File: config.mk
export PLATFORM = sky130hd
export DESIGN_NAME = acc_unit
export DESIGN_NICKNAME = d
export VERILOG_FILES = /design/src/hdl/pdp8_pkg.sv /design/src/hdl/acc_unit.sv
export VERILOG_INCLUDE_DIRS = /design/src /design/src/hdl
export SDC_FILE = /design/constraint.sdc
export NUM_CORES = 1
export LEC_CHECK = 0
export ABC_CLOCK_PERIOD_IN_PS = 6100
export BUFFER_PORTS_ARGS = -buffer_cell sky130_fd_sc_hd__buf_2
export CORE_ASPECT_RATIO = 1.1
export CORE_MARGIN = 2
export CORE_UTILIZATION = 50
export DETAILED_ROUTE_END_ITERATION = 10
export PLACE_DENSITY = 0.74
export REMOVE_ABC_BUFFERS = 1
export SYNTH_ARGS = -nofsm -noshare
export SYNTH_HDL_FRONTEND = slang
export SYNTH_SLANG_ARGS = --single-unit
File: constraint.sdc
create_clock -name clk -period 6.1 [get_ports clk]
set_input_delay 1.22 -clock clk [delete_from_list [all_inputs] [get_ports clk]]
set_output_delay 1.22 -clock clk [all_outputs]
set_load 0.01 [all_outputs]
File: src/hdl/pdp8_defines.svh
`ifndef PDP8_DEFINES_SVH
`define PDP8_DEFINES_SVH

// Datapath widths
`define PDP8_WORD_W      12
`define PDP8_ADDR_W      12

// 4K words of core
`define PDP8_MEM_DEPTH   4096

// Autoindex registers live at 0010 to 0017 in page zero
`define PDP8_AUTOIDX_LO  12'o0010
`define PDP8_AUTOIDX_HI  12'o0017

`endif

File: src/hdl/pdp8_pkg.sv
`include "pdp8_defines.svh"

package pdp8_pkg;

  typedef logic [`PDP8_WORD_W-1:0] word_t;
  typedef logic [`PDP8_ADDR_W-1:0] addr_t;
  typedef logic [`PDP8_ADDR_W-8:0] page_t;  // Address bits above the 7-bit offset

  // Five clocks per major cycle where W waits out the memory read
  typedef enum logic [4:0] {
    F0, FW, F1, F2, F3,
    D0, DW, D1, D2, D3,
    E0, EW, E1, E2, E3,
    H0, HW, H1, H2, H3
  } major_state_t;

  // Top three bits of the instruction word
  typedef enum logic [2:0] {
    AND, TAD, ISZ, DCA, JMS, JMP, IOT, OPR
  } opcode_t;

  typedef struct packed {
    word_t sr;         // Switch register captured with the pulse
    logic  load_addr;
    logic  deposit;
    logic  examine;
    logic  cont;
  } panel_cmd_t;

endpackage

File: src/hdl/acc_unit.sv
`timescale 1ns/10ps
`include "pdp8_defines.svh"

module acc_unit (
  input  logic                   clk,
  input  logic                   reset,
  input  pdp8_pkg::major_state_t state,
  input  pdp8_pkg::word_t        instruction,
  input  pdp8_pkg::word_t        mdout,
  output pdp8_pkg::word_t        ac,
  output logic                   link,
  output logic                   halt_req
);
  import pdp8_pkg::*;

  opcode_t               opcode;
  logic                  group1;
  logic                  group2;
  logic [`PDP8_WORD_W:0] tad_sum;
  word_t                 opr_ac;
  logic                  opr_carry;

  assign opcode  = opcode_t'(instruction[11:9]);
  assign group1  = (opcode == OPR) && !instruction[8];
  assign group2  = (opcode == OPR) && instruction[8] && !instruction[0];
  assign tad_sum = {1'b0, ac} + {1'b0, mdout};

  always_comb begin
    opr_ac    = ac;
    opr_carry = 1'b0;
    if (instruction[7]) begin
      opr_ac = '0;  // CLA
    end
    if (group1 && instruction[5]) begin
      opr_ac = ~opr_ac;  // CMA
    end
    if (group1 && instruction[0]) begin
      {opr_carry, opr_ac} = {1'b0, opr_ac} + 1'b1;  // IAC
    end
  end

  always_ff @(posedge clk) begin
    if (reset) begin
      ac       <= '0;
      link     <= 1'b0;
      halt_req <= 1'b0;
    end else begin
      // HLT flagged during F2 so run is already low when F3 picks the next cycle
      halt_req <= (state == F1) && group2 && instruction[1];
      case (state)
        F3: begin
          if (group1 || group2) begin
            ac   <= opr_ac;
            link <= link ^ opr_carry;
          end
        end
        E2: begin
          case (opcode)
            AND: ac <= ac & mdout;
            TAD: begin
              ac   <= tad_sum[`PDP8_WORD_W-1:0];
              link <= link ^ tad_sum[`PDP8_WORD_W];  // Carry complements link
            end
            DCA: ac <= '0;  // Stored during E1
            default: ;
          endcase
        end
        default: ;
      endcase
    end
  end

endmodule

Word-level counts from Yosys, hierarchy flattened
Index checks and enable logic that the tools add are counted.
{"block": "op_classes", "addsub": 2, "eq_ne": 9, "mux": 10, "bitwise": 4, "n_reduce_logical": 14}
{"cell": "$mux W12", "n": 4}
{"cell": "$pmux W12 S3", "n": 1}
{"cell": "$pmux W12 S2", "n": 1}
{"cell": "$add A12 B1 Y13 const B", "n": 1}
{"cell": "$add A12 B12 Y13", "n": 1}
{"cell": "$and A12 B12 Y12", "n": 1}
{"cell": "$not A12 Y12", "n": 1}
{"cell": "$logic_and A1 B1 Y1", "n": 7}
{"cell": "$reduce_and A3 Y1", "n": 2}
{"cell": "$eq A5 B2 Y1 const B", "n": 1}
{"cell": "$eq A5 B3 Y1 const B", "n": 1}
{"cell": "$eq A5 B4 Y1 const B", "n": 1}
{"cell": "$ne A2 B2 Y1 const B", "n": 2}
{"cell": "$ne A4 B2 Y1 const B", "n": 1}
{"cell": "$eq A3 B1 Y1 const B", "n": 1}
{"cell": "$eq A3 B2 Y1 const B", "n": 1}
{"cell": "$eq A3 B3 Y1 const B", "n": 1}
{"cell": "$logic_not A3 Y1", "n": 1}
{"cell": "$mux W1", "n": 3}
{"cell": "$logic_not A1 Y1", "n": 2}
{"cell": "$pmux W1 S2", "n": 1}
{"cell": "$reduce_bool A2 Y1", "n": 1}
{"cell": "$xor A1 B1 Y1", "n": 2}
{"cell": "$logic_or A1 B1 Y1", "n": 1}
{"block": "totals", "reg_bits": 14, "inputBits": 31, "out_inout_bits": 14, "wordCells": 42}

Depth between registers and ports, before layout
Gate-level depths: netlist (run 1).
{"block": "logic_depth", "ltp_word": 9, "depth_mapped": 12, "mapped_depth_nobuf": 10}

Least setup slack after synthesis (run 1)
OpenSTA, ideal clock, no wires.
{"block": "synth_path", "kind": "input to register", "start": "input instruction[10]", "end": "register ac[8]", "setup_time_ns": 0.092, "arrival_time_ns": 3.318, "t_required_ns": 6.008, "slack_ns": 2.690, "path_stages": 12, "path_buffers": 2, "path_cell_list": "buf_4 -> and4b_1 -> buf_6 -> nand2_2 -> xnor2_1 -> ha_1 -> and2_0 -> a311oi_1 -> o2bb2ai_1 -> xnor2_1 -> nor2_1 -> nor4_1"}
{"block": "synth_via", "elab_chain_cells": 8, "word_cells_on_any_way": 19, "cone_classes": "add/sub (1); eq/ne (5); mux (5); reduce/logical (8)"}
{"item": "from (decl)", "line": "acc_unit.sv:8", "source": "input pdp8_pkg::word_t instruction,"}
{"item": "$eq A3 B3 Y1", "line": "acc_unit.sv:24, acc_unit.sv:25"}
{"item": "$logic_and A1 B1 Y1", "line": "acc_unit.sv:24", "source": "assign group1 = (opcode == OPR) && !instruction[8];"}
{"item": "$logic_and A1 B1 Y1", "line": "acc_unit.sv:34", "source": "if (group1 && instruction[5]) begin"}
{"item": "$mux W12", "line": "acc_unit.sv:34"}
{"item": "$add A12 B1 Y13", "line": "acc_unit.sv:38", "source": "{opr_carry, opr_ac} = {1'b0, opr_ac} + 1'b1;"}
{"item": "$mux W12", "line": "acc_unit.sv:37", "source": "if (group1 && instruction[0]) begin"}
{"item": "$mux W12", "line": "acc_unit.sv:52", "source": "if (group1 || group2) begin"}
{"item": "$pmux W12 S2", "line": "acc_unit.sv:50", "source": "case (state)"}
{"item": "to (signal assigned)", "line": "acc_unit.sv:53", "source": "ac <= opr_ac;"}
{"item": "to (signal assigned)", "line": "acc_unit.sv:59", "source": "AND: ac <= ac & mdout;"}
{"item": "to (signal assigned)", "line": "acc_unit.sv:61", "source": "ac <= tad_sum[`PDP8_WORD_W-1:0];"}
{"item": "to (decl)", "line": "acc_unit.sv:10", "source": "output pdp8_pkg::word_t ac,"}
Parallel ways exist; a longest one is shown, timed or not. The select of a mux whose other input is x is not followed.
A chain may end at the register's enable or synchronous reset.

Worst setup path after layout (run 1)
{"block": "layout_path", "start": "input instruction[10]", "end": "register ac[10]"}
Same word-level chain as after synthesis.

==> summary.md, run 1 <==
| Metric | Value |
|---|---|
| Port bufs | `40` |
| Layout Nets | `354` |
| Clock Skews | `0.00596 ns` |
| Worst-margin pin slew | `0.702 ns` |
| Per-cell routed wire length | `15.5 um` |
| Post-CTS sizing | `0` |
| PwrDens | `105 nW/um2` |
| # Max-Cap Violations | `0` |
| CTS root buf | `clkbuf_8` |
| Initial Util | `52.3%` |
| Chip Height | `71.5 um` |
| Diodes inserted | `0` |
| Mapped Avg Cell Area | `7.38 um2` |
| Ys flop type | `dfxtp_1` |
| Slowest cell on crit path | `and4b_1` |
| Met1 usage | `35.0%` |
| Endpoints failing hold | `0` |
| CP max FO | `10` |
| DIE AREA | `4680 um2` |
| Core Box Area | `3960 um2` |
| Worst-path clk slew | `0.06 ns` |
| Share of flip-flops with an asynchronous set or reset | `0%` |
| Die extent in x | `65.4 um` |
| Post-CTS Setup Inserts | `0` |
| FMAX | `261 MHz` |
| Count leader, synth | `nor2_1` |
| Fill cells | `406` |
| Worst vdd ir | `0.0000519 V` |
| Worst min path class | `flop to flop` |
| GRT Max-Usage Layer | `met2` |
| Leakage | `0.000924 uW` |
| GR Overflow Total | `0` |
| Setup TNS | `0 ns` |
| Routability cong. | `0.909` |
| Outcome | `completed` |
| DR vias/cell | `6.31` |
| Relative slew slack | `53.1%` |
| Grt met3 use | `1.73%` |
| Min Tclk post-route | `3.83 ns` |
| Crit path kind | `primary input to flop` |
| Final setup vio count | `0` |
| IO Count | `45` |
| Synthesized flop and latch total | `14` |
| Gate Count Post-Synth | `281` |
| Max-slew violation count | `0` |
| Cell chain of the critical path | `buf_2 > and4b_1 > nand2_2 > xnor2_1 > ha_1 > and2_0 > nand4_1 > o21ai_0 > mux2i_1 > and3_1 > o32ai_1` |
| CTS tree | `built` |
| First-pass GRT wire length | `9630 um` |
| Fin crit share | `62.7%` |
| Hold Buf Count CTS | `0` |
| CP peak stage delay | `0.49 ns` |
| HPWL after detailed placement | `4240 um` |
| Total track usage | `25.6%` |
| Largest cells by area after synthesis | `dfxtp_1 14%, ha_1 7.8%, xnor2_1 5.9%` |
| Clk_lat worst skew | `0.25 ns` |
| Drt total wl | `5590 um` |
| Synth top cells by count | `29 x nor2_1, 18 x o21ai_0, 16 x a21oi_1, 15 x nand2_1` |
| TritonCTS Sinks | `14` |
| TritonRoute pass-1 iters | `4` |
| Synth top area share | `13.5%` |
| DRC violations left | `0` |
| Number of synthesized flops with an enable pin | `0` |
| Post-layout util | `58.1%` |
| Area leader, netlist | `dfxtp_1` |
| Largest net degree at the start of global routing | `32` |
| Area growth syn-to-layout | `11.1%` |
| Num CTS Buffers | `3` |
| Worst setup EP type | `flop` |
| WP data required | `6.20 ns` |
| Antenna viol nets, final | `0` |
| Site Rows | `24` |
| WP data arrival | `3.93 ns` |
| Mapped Area | `2070 um2` |
| First-iteration detailed-routing DRC count | `185` |
| Synthesis Warnings | `0` |
| DR vias | `2272` |
| GRT met2 Usage | `41.3%` |
| RSZ-0062 raised after global routing | `false` |
| CP Launch Type | `primary input` |
| Ratio of cells with drive above 1 in the final layout | `17.9%` |
| H-tree Lvls | `1` |
| Number of global-route vias before repair | `2112` |
| Initial antenna violation count | `0` |
| Sequential area share after synthesis | `13.5%` |
| CTS Buffer Depth | `2` |
| Distinct cells, synth | `59` |
where the power goes:
| group | switching (uW) | total (uW) | leakage [uW] | internal (uW) |
|---|---|---|---|---|
| clock | 36.7 | 93.9 | 0.0000288 | 57.3 |
| sequential | 1.25 | 93.2 | 0.000113 | 92.0 |
| combinational | 32.3 | 54.5 | 0.000783 | 22.2 |
routing by layer:
metal  vias up  part of all wire, %
met4         0                  2.9
met2        57                   46
li1       1156                    -
met1      1047                   48
met5         -                    0
met3        12                  3.1
layout make-up:
| cell class | count | area [um2] | area share, % |
|---|---|---|---|
| timing repair buffer | 40 | 200 | 8.69 |
| clock buffer | 4 | 55.1 | 2.39 |
| multi-input combinational | 247 | 1690 | 73.4 |
| inverter | 3 | 11.3 | 0.489 |
| tap | 52 | 65.1 | 2.82 |
| sequential | 14 | 280 | 12.2 |
flip-flops by register name (all words and copies together) (netlist names):
signal	count
ac	12
halt_req	1
link	1
path summary, 6_finish.rpt:
| kind | from | end | slack [ns] | cells past startpoint |
|---|---|---|---|---|
| setup / recovery | instruction[10] | ac[10] | 2.27 | 11 |
| hold / removal | ac[11] | ac[11] | 0.54 | 2 |
| setup reg to reg | ac[0] | link | 3.51 | 8 |
| hold reg to reg | ac[11] | ac[11] | 0.54 | 2 |
critical path: cells and delay by family:
family	cells	cell delay, ns
AO/OA/AOI/OAI	2	0.33
XOR/XNOR	1	0.30
adder cells (fa/ha/maj)	1	0.25
buffers and inverters	1	0.18
multiplexers	1	0.20
AND/OR/NAND/NOR	5	1.44
cells by family (layout without fill, tap and decap cells):
group / count (synthesis) / in the layout / synth area share, %
simple gates: 117 / 117 / 31.5
compound gates: 97 / 97 / 33.0
buf+inv: 20 / 47 / 4.89
xor+xnor: 15 / 15 / 6.34
fa+ha+maj: 14 / 14 / 8.81
flops: 14 / 14 / 13.5
mux: 4 / 4 / 1.99
stage by stage:
step	instance area, um2	setup slack [ns]	power [uW]	hold WS (ns)	cells
after global placement	2250	2.08	148	0.518	356
after global routing	2300	2.02	254	0.586	360
after detailed placement	2250	2.09	149	0.536	356
after floorplan	1980	2.67	125	0.537	264
after CTS	2300	2.32	241	0.545	360
final	2300	2.27	242	0.539	360
cells in the final DEF, fill, tap and decap left out, types with 3 or more instances in the layout:
cell,n
dfxtp_1,14
o22ai_1,4
nor3_1,7
a21oi_1,16
a31oi_1,3
and3_1,4
ha_1,13
nand2_1,15
o21a_1,3
nor2_1,29
a211oi_1,12
nand4b_1,4
inv_1,3
nor3b_1,3
and4_1,3
nand3_1,6
nand4_1,4
o211ai_1,6
clkbuf_8,4
a221oi_1,5
buf_2,40
o21ai_0,18
nand2b_1,10
a21o_1,6
mux2i_1,3
xnor2_1,14
or3_1,3
nor2b_1,9
a311oi_1,3
nor4_1,8
(Power assumes the default switching activity.)
==> run 2: changes to the inputs <==
--- a/config.mk
+++ b/config.mk
@@ -6,7 +6,8 @@
 export SDC_FILE = /design/constraint.sdc
 export NUM_CORES = 1
 export LEC_CHECK = 0
-export ABC_CLOCK_PERIOD_IN_PS = 6100
+export ABC_AREA = 1
+export ABC_CLOCK_PERIOD_IN_PS = 3700
 export BUFFER_PORTS_ARGS = -buffer_cell sky130_fd_sc_hd__buf_2
 export CORE_ASPECT_RATIO = 1.1
 export CORE_MARGIN = 2
==> constraint.sdc (replaced) <==
create_clock -name clk -period 3.7 [get_ports clk]
set_input_delay 0.74 -clock clk [delete_from_list [all_inputs] [get_ports clk]]
set_output_delay 0.74 -clock clk [all_outputs]
set_load 0.01 [all_outputs]
==> run 2 against run 1 <==
- die area shrank 0.63%
- global-route usage increased by 0.68 points
- clock power increased by 63%
- combinational power grew 140%
- cell area is 1.4% higher
- highest routed layer unchanged
- sequential power rose by 75%
- register-to-register slack got worse by 1.9 ns
- first-iteration DRC count decreased by 15%
==> summary.md, run 2 <==
| Metric | Value |
|---|---|
| Clock Skews | `0.00416 ns` |
| Relative slew slack | `63.3%` |
| Top cell by count, worst path | `nand2_1` |
| Count leader, synth | `nand2_1` |
| DR vias/cell | `5.41` |
| TritonRoute pass-1 iters | `5` |
| Worst setup EP type | `flop` |
| Largest regs | `ac (12), halt_req (1), link (1)` |
| PwrDens | `192 nW/um2` |
| Site Rows | `24` |
| Synth top area share | `18.4%` |
| Number of global-route vias before repair | `2292` |
| Die extent in x | `65.2 um` |
| Ratio of cells with drive above 1 in the final layout | `16.5%` |
| Sequential area share after synthesis | `13.6%` |
| Crit path kind | `primary input to flop` |
| Fill cells | `445` |
| Area of the multi-input gates | `1540 um2` |
| CTS tree | `built` |
| Initial antenna violation count | `0` |
| # Max-Cap Violations | `0` |
| CTS root buf | `clkbuf_8` |
| RSZ-0062 raised after global routing | `false` |
| DRC violations left | `0` |
| Post-CTS sizing | `0` |
| Outcome | `completed` |
| Hold Buf Count CTS | `0` |
| Cell chain of the critical path | `buf_2 > nand2_1 > nor2_2 > nand3_2 > inv_1 > nand2_1 > nand2_1 > ha_1 > nand3_1 > nor2_2 > nand4_1 > nand2_1 > nand3_1 > nand2_1 > nor2_1` |
| Area leader, netlist | `nand2_1` |
| First-pass GRT wire length | `9840 um` |
| Synthesis Warnings | `0` |
| Fin crit share | `70.4%` |
| Largest register FFs | `12` |
| Worst min path class | `flop to flop` |
| Storage cell area | `280 um2` |
| Per-cell routed wire length | `12.5 um` |
| Slowest cell on crit path | `nand3_2` |
| Min Tclk post-route | `2.60 ns` |
| Area growth syn-to-layout | `13.4%` |
| DIE AREA | `4650 um2` |
| Setup TNS | `0 ns` |
| Total track usage | `26.3%` |
| Core Box Area | `3960 um2` |
| GR Overflow Total | `0` |
| WP data required | `3.85 ns` |
| TritonCTS Sinks | `14` |
| Post-CTS Setup Inserts | `0` |
| Most common cell after layout, fill and taps aside | `nand2_1` |
| Power, Total | `449 uW` |
| Delay-heaviest family, CP | `simple AND/OR/NAND/NOR gates` |
| HPWL after detailed placement | `4640 um` |
| Max-slew violation count | `0` |
| Largest net degree at the start of global routing | `17` |
| CP peak stage delay | `0.30 ns` |
| Number of synthesized flops with an enable pin | `0` |
| Worst-path clk slew | `0.06 ns` |
| CP max FO | `15` |
| Initial Util | `52.0%` |
| Chip Height | `71.3 um` |
| IO Count | `45` |
| Synthesized flop and latch total | `14` |
| Port bufs | `40` |
| DR vias | `2447` |
| FMAX | `384 MHz` |
| H-tree Lvls | `1` |
| Leakage | `0.00123 uW` |
| Mapped Area | `2060 um2` |
| WHS | `0.525 ns` |
| First-iteration detailed-routing DRC count | `157` |
| Worst-margin pin slew | `0.548 ns` |
| Largest Register | `ac` |
| WP data arrival | `2.75 ns` |
| Layout Nets | `446` |
| Final setup vio count | `0` |
| Mapped Avg Cell Area | `5.69 um2` |
| Most frequent cells in the layout | `101 x nand2_1, 51 x nand3_1, 47 x inv_1, 40 x buf_2, 30 x nor2_1` |
| CP bufs+invs | `2` |
| Drt total wl | `5630 um` |
| CTS Buffer Depth | `2` |
| Antenna viol nets, final | `0` |
| Diodes inserted | `0` |
| Endpoints failing hold | `0` |
| Distinct cells, synth | `39` |
| Num CTS Buffers | `3` |
| Routability cong. | `0.911` |
| Worst vdd ir | `0.000107 V` |
| Gate Count Post-Synth | `362` |
| Synth top cells by count | `101 x nand2_1, 51 x nand3_1, 47 x inv_1, 30 x nor2_1, 29 x a21oi_1` |
| Clk_lat worst skew | `0.25 ns` |
| Ys flop type | `dfxtp_1` |
| Share of flip-flops with an asynchronous set or reset | `0%` |
| CP Launch Type | `primary input` |
| Largest cells by area after synthesis | `nand2_1 18%, dfxtp_1 14%, nand3_1 12%` |
-- run 2: cell types whose count changed after synthesis, moves of 12 or more --
cell,before,now
xnor2_1,14,0
inv_1,3,47
a211oi_1,12,0
nand2_1,15,101
nand3_1,6,51
a21oi_1,16,29
-- run 2: worst paths after layout --
check | end | slack (ns) | start | depth (start not counted)
worst max-delay path | link | 1.10 | instruction[10] | 15
worst min-delay path | link | 0.53 | link | 2
worst max register to register | ac[8] | 1.62 | ac[0] | 12
worst min register to register | link | 0.53 | link | 2
-- run 2: report_power, final --
group | internal (uW) | switching [uW]
clock | 94.4 | 58.5
sequential | 156 | 6.61
combinational | 48.8 | 84.6
total | 299 | 150
-- run 2: cell families after synthesis --
kind of cell	Yosys count	synth area share [%]
simple gates	214	48.1
compound gates	62	17.5
buf+inv	57	11.5
fa+ha+maj	14	8.87
flops	14	13.6
xor+xnor	1	0.425
-- run 2: through the flow --
step	worst slack [ns]	utilization [%]	std cells	cell area [um2]
5_1_grt	0.862	58.9	452	2340
3_3_place_gp	0.882	57.5	448	2280
6_report	1.10	58.9	452	2340
2_1_floorplan	1.39	-	356	2020
4_1_cts	1.12	58.9	452	2340
3_5_place_dp	0.867	57.5	448	2280
-- run 2: final cells by class --
cell class | instances | share of cell area, %
inverters | 51 | 8.30
repair buffers | 40 | 8.57
multi-input cells | 291 | 66.0
well taps | 52 | 2.79
clock buffers | 4 | 2.36
flip-flops and latches | 14 | 12.0
-- run 2: worst register-to-register path, cell delays in order, from the launching register on --
cell	delay, ns
dfxtp_1	0.33
ha_1	0.23
fa_1	0.43
nand2_1	0.11
nand3_1	0.06
o21ai_0	0.17
inv_1	0.08
nand2_1	0.09
nand3b_1	0.07
nand3_1	0.08
nand2_1	0.06
a21oi_1	0.15
a21oi_1	0.09
-- run 2: per-layer routing --
layer	GRT usage, %	up-vias	share of wire [%]
li1	-	1276	-
met4	10.4	0	2.2
met1	34.3	1100	48
met3	1.57	12	2.7
met2	45.1	59	47
met5	0	-	0
==> run 3: changes to the inputs <==
--- a/config.mk
+++ b/config.mk
@@ -6,14 +6,14 @@
 export SDC_FILE = /design/constraint.sdc
 export NUM_CORES = 1
 export LEC_CHECK = 0
-export ABC_AREA = 1
-export ABC_CLOCK_PERIOD_IN_PS = 3700
+export ABC_AREA = 0
+export ABC_CLOCK_PERIOD_IN_PS = 2100
 export BUFFER_PORTS_ARGS = -buffer_cell sky130_fd_sc_hd__buf_2
 export CORE_ASPECT_RATIO = 1.1
 export CORE_MARGIN = 2
 export CORE_UTILIZATION = 50
 export DETAILED_ROUTE_END_ITERATION = 10
-export PLACE_DENSITY = 0.74
+export PLACE_DENSITY = 0.77
 export REMOVE_ABC_BUFFERS = 1
 export SYNTH_ARGS = -nofsm -noshare
 export SYNTH_HDL_FRONTEND = slang
==> constraint.sdc (replaced) <==
create_clock -name clk -period 2.1 [get_ports clk]
set_input_delay 0.42 -clock clk [delete_from_list [all_inputs] [get_ports clk]]
set_output_delay 0.42 -clock clk [all_outputs]
set_load 0.01 [all_outputs]
==> run 3 against run 2 <==
- the flow now finishes with violations (negative setup slack)
- cell count shrank 4.4%
- wire length grew 46%
- non-clock buffer count grew 72
- count of clock-buffer cells in the layout is the same
- global-route usage grew 7.1 points
- worst setup slack lost 1.3 ns
- worst hold slack lost 0.13 ns
- critical path depth shrank 5
- clock power grew 81%
==> summary.md, run 3 (synthesized netlist as in run 1, its figures left out) <==
| Metric | Value |
|---|---|
| Worst min path class | `primary input to flop` |
| Port bufs | `40` |
| Initial antenna violation count | `0` |
| DR vias/cell | `6.72` |
| Post-place setup slack | `-0.641 ns` |
| FMAX | `434 MHz` |
| Min-delay src | `state[0]` |
| Wl on met1 | `3060 um` |
| PwrDens | `255 nW/um2` |
| Initial Util | `52.3%` |
| Routability cong. | `0.961` |
| Placed inst area | `2740 um2` |
| Leakage | `0.00134 uW` |
| Worst vdd ir | `0.000159 V` |
| Most frequent cells in the layout | `71 x buf_4, 39 x buf_2, 29 x nor2_1, 15 x nand2_1, 14 x a21oi_1` |
| IO Count | `45` |
| HPWL after detailed placement | `5450 um` |
| Chip Height | `71.5 um` |
| H-tree Lvls | `1` |
| Crit path kind | `flop to flop` |
| Antenna viol nets, final | `0` |
| Final setup vio count | `7` |
| Post-layout util | `77.3%` |
| WP data arrival | `2.43 ns` |
| Metal2 WL | `3970 um` |
| Total track usage | `33.4%` |
| Largest regs | `ac (12), halt_req (1), link (1)` |
| Post-route setup slack | `-0.203 ns` |
| First-pass GRT wire length | `12400 um` |
| WHS | `0.396 ns` |
| Final Instance Area | `3060 um2` |
| Layout Nets | `426` |
| WP data required | `2.23 ns` |
| Relative slew slack | `66.6%` |
| Endpoints failing hold | `0` |
| Most common cell after layout, fill and taps aside | `buf_4` |
| Clk pwr share | `35.5%` |
| DIE AREA | `4680 um2` |
| DR vias | `2904` |
| Die extent in x | `65.4 um` |
| Outcome | `finished, violations left` |
| Site Rows | `24` |
| First-iteration detailed-routing DRC count | `478` |
| Failing checks | `negative setup slack` |
| Num CTS Buffers | `3` |
| Min Tclk post-route | `2.30 ns` |
| Core Box Area | `3960 um2` |
| CP Launch Type | `flop` |
| Area growth syn-to-layout | `47.8%` |
| Diodes inserted | `0` |
| GR Overflow Total | `0` |
| Drt total wl | `8200 um` |
| Clock Skews | `0.00863 ns` |
| Per-cell routed wire length | `19.0 um` |
| TritonRoute pass-1 iters | `5` |
| RSZ-0062 raised after global routing | `true` |
| # Max-Cap Violations | `0` |
| Max layer used | `met4` |
| Worst setup EP type | `flop` |
| Worst-path clk slew | `0.07 ns` |
| Fin crit share | `110%` |
| Crit path from | `ac[0]` |
| TritonCTS Sinks | `14` |
| CTS root buf | `clkbuf_8` |
| CTS tree | `built` |
| Number of global-route vias before repair | `2642` |
| Ratio of cells with drive above 1 in the final layout | `41.8%` |
| Internal Pwr Total | `541 uW` |
| Largest register FFs | `12` |
| Comb power frac | `30.2%` |
| Max-slew violation count | `0` |
| Psw | `239 uW` |
| Hold Buf Count CTS | `0` |
| Worst-margin pin slew | `0.501 ns` |
| Launching point of the worst reg2reg path | `ac[0]` |
| Largest Register | `ac` |
| Fill cells | `284` |
| WL met3 | `738 um` |
| Switching share of power | `30.7%` |
| Largest net degree at the start of global routing | `17` |
| CP max FO | `8` |
| CTS Buffer Depth | `2` |
| DRC violations left | `0` |
| Power, Total | `780 uW` |
| Clk_lat worst skew | `0.25 ns` |
| Sequential Power Share | `34.3%` |
-- run 3: cell count changes in the layout (fill, tap and decap cells not counted), moves of 8 or more --
cell,previous run,this run
nand2_1,101,15
nor2b_1,0,8
buf_4,0,71
nand3_1,51,6
xnor2_1,0,11
nand2b_1,0,10
a21oi_1,29,14
a211oi_1,0,8
inv_1,47,3
-- run 3: power groups by stage --
stage / clock network (uW) / registers (uW) / logic (uW)
3_3_place_gp: 0 / 275 / 198
4_1_cts: 275 / 269 / 213
2_1_floorplan: 0 / 277 / 87.5
5_1_grt: 287 / 268 / 252
3_5_place_dp: 0 / 275 / 203
6_report: 277 / 268 / 236
-- run 3: cell type report --
class	count	area, um2	share of cell area, %
flip-flops and latches	14	288	9.39
repair buffers	112	751	24.5
multi-input cells	247	1890	61.8
clock buffers	4	55.1	1.80
well taps	52	65.1	2.12
inverters	3	11.3	0.367
-- run 3: routing by layer --
layer	GRT usage, %	vias to the layer above
li1	-	1292
met1	43.1	1347
met2	57.4	212
met3	2.98	53
met4	12.7	0
met5	0	-
-- run 3: worst max-delay path, cell delays in order (launching register included) --
cell     delay [ns]
dfxtp_2        0.35
buf_4          0.17
nor2b_4        0.19
xnor2_2        0.14
ha_2           0.23
and2_4         0.19
nand4_1        0.20
o21ai_1        0.25
mux2i_1        0.21
and3_1         0.19
o32ai_2        0.07
-- run 3: stage by stage --
step | TNS, ns | std cells
3_5_place_dp | -3.89 | 422
4_1_cts | -0.291 | 432
6_report | -0.688 | 432
3_3_place_gp | -3.00 | 422
5_1_grt | -1.43 | 432
2_1_floorplan | -2.29 | 264
-- run 3: final timing paths --
path                                 end  slack (ns)  depth (start not counted)
worst max register to register    ac[10]       -0.20                         10
worst min register to register     ac[5]        0.56                          2
worst max-delay path              ac[10]       -0.20                         10
worst min-delay path            halt_req        0.40                          2
-- run 3: what timing repair did --
item,4_1_cts,5_1_grt
setup endpoints to repair,8,9
cloned,0,0
pin swaps,11,14
gates resized for setup,24,28
buffers inserted,6,0
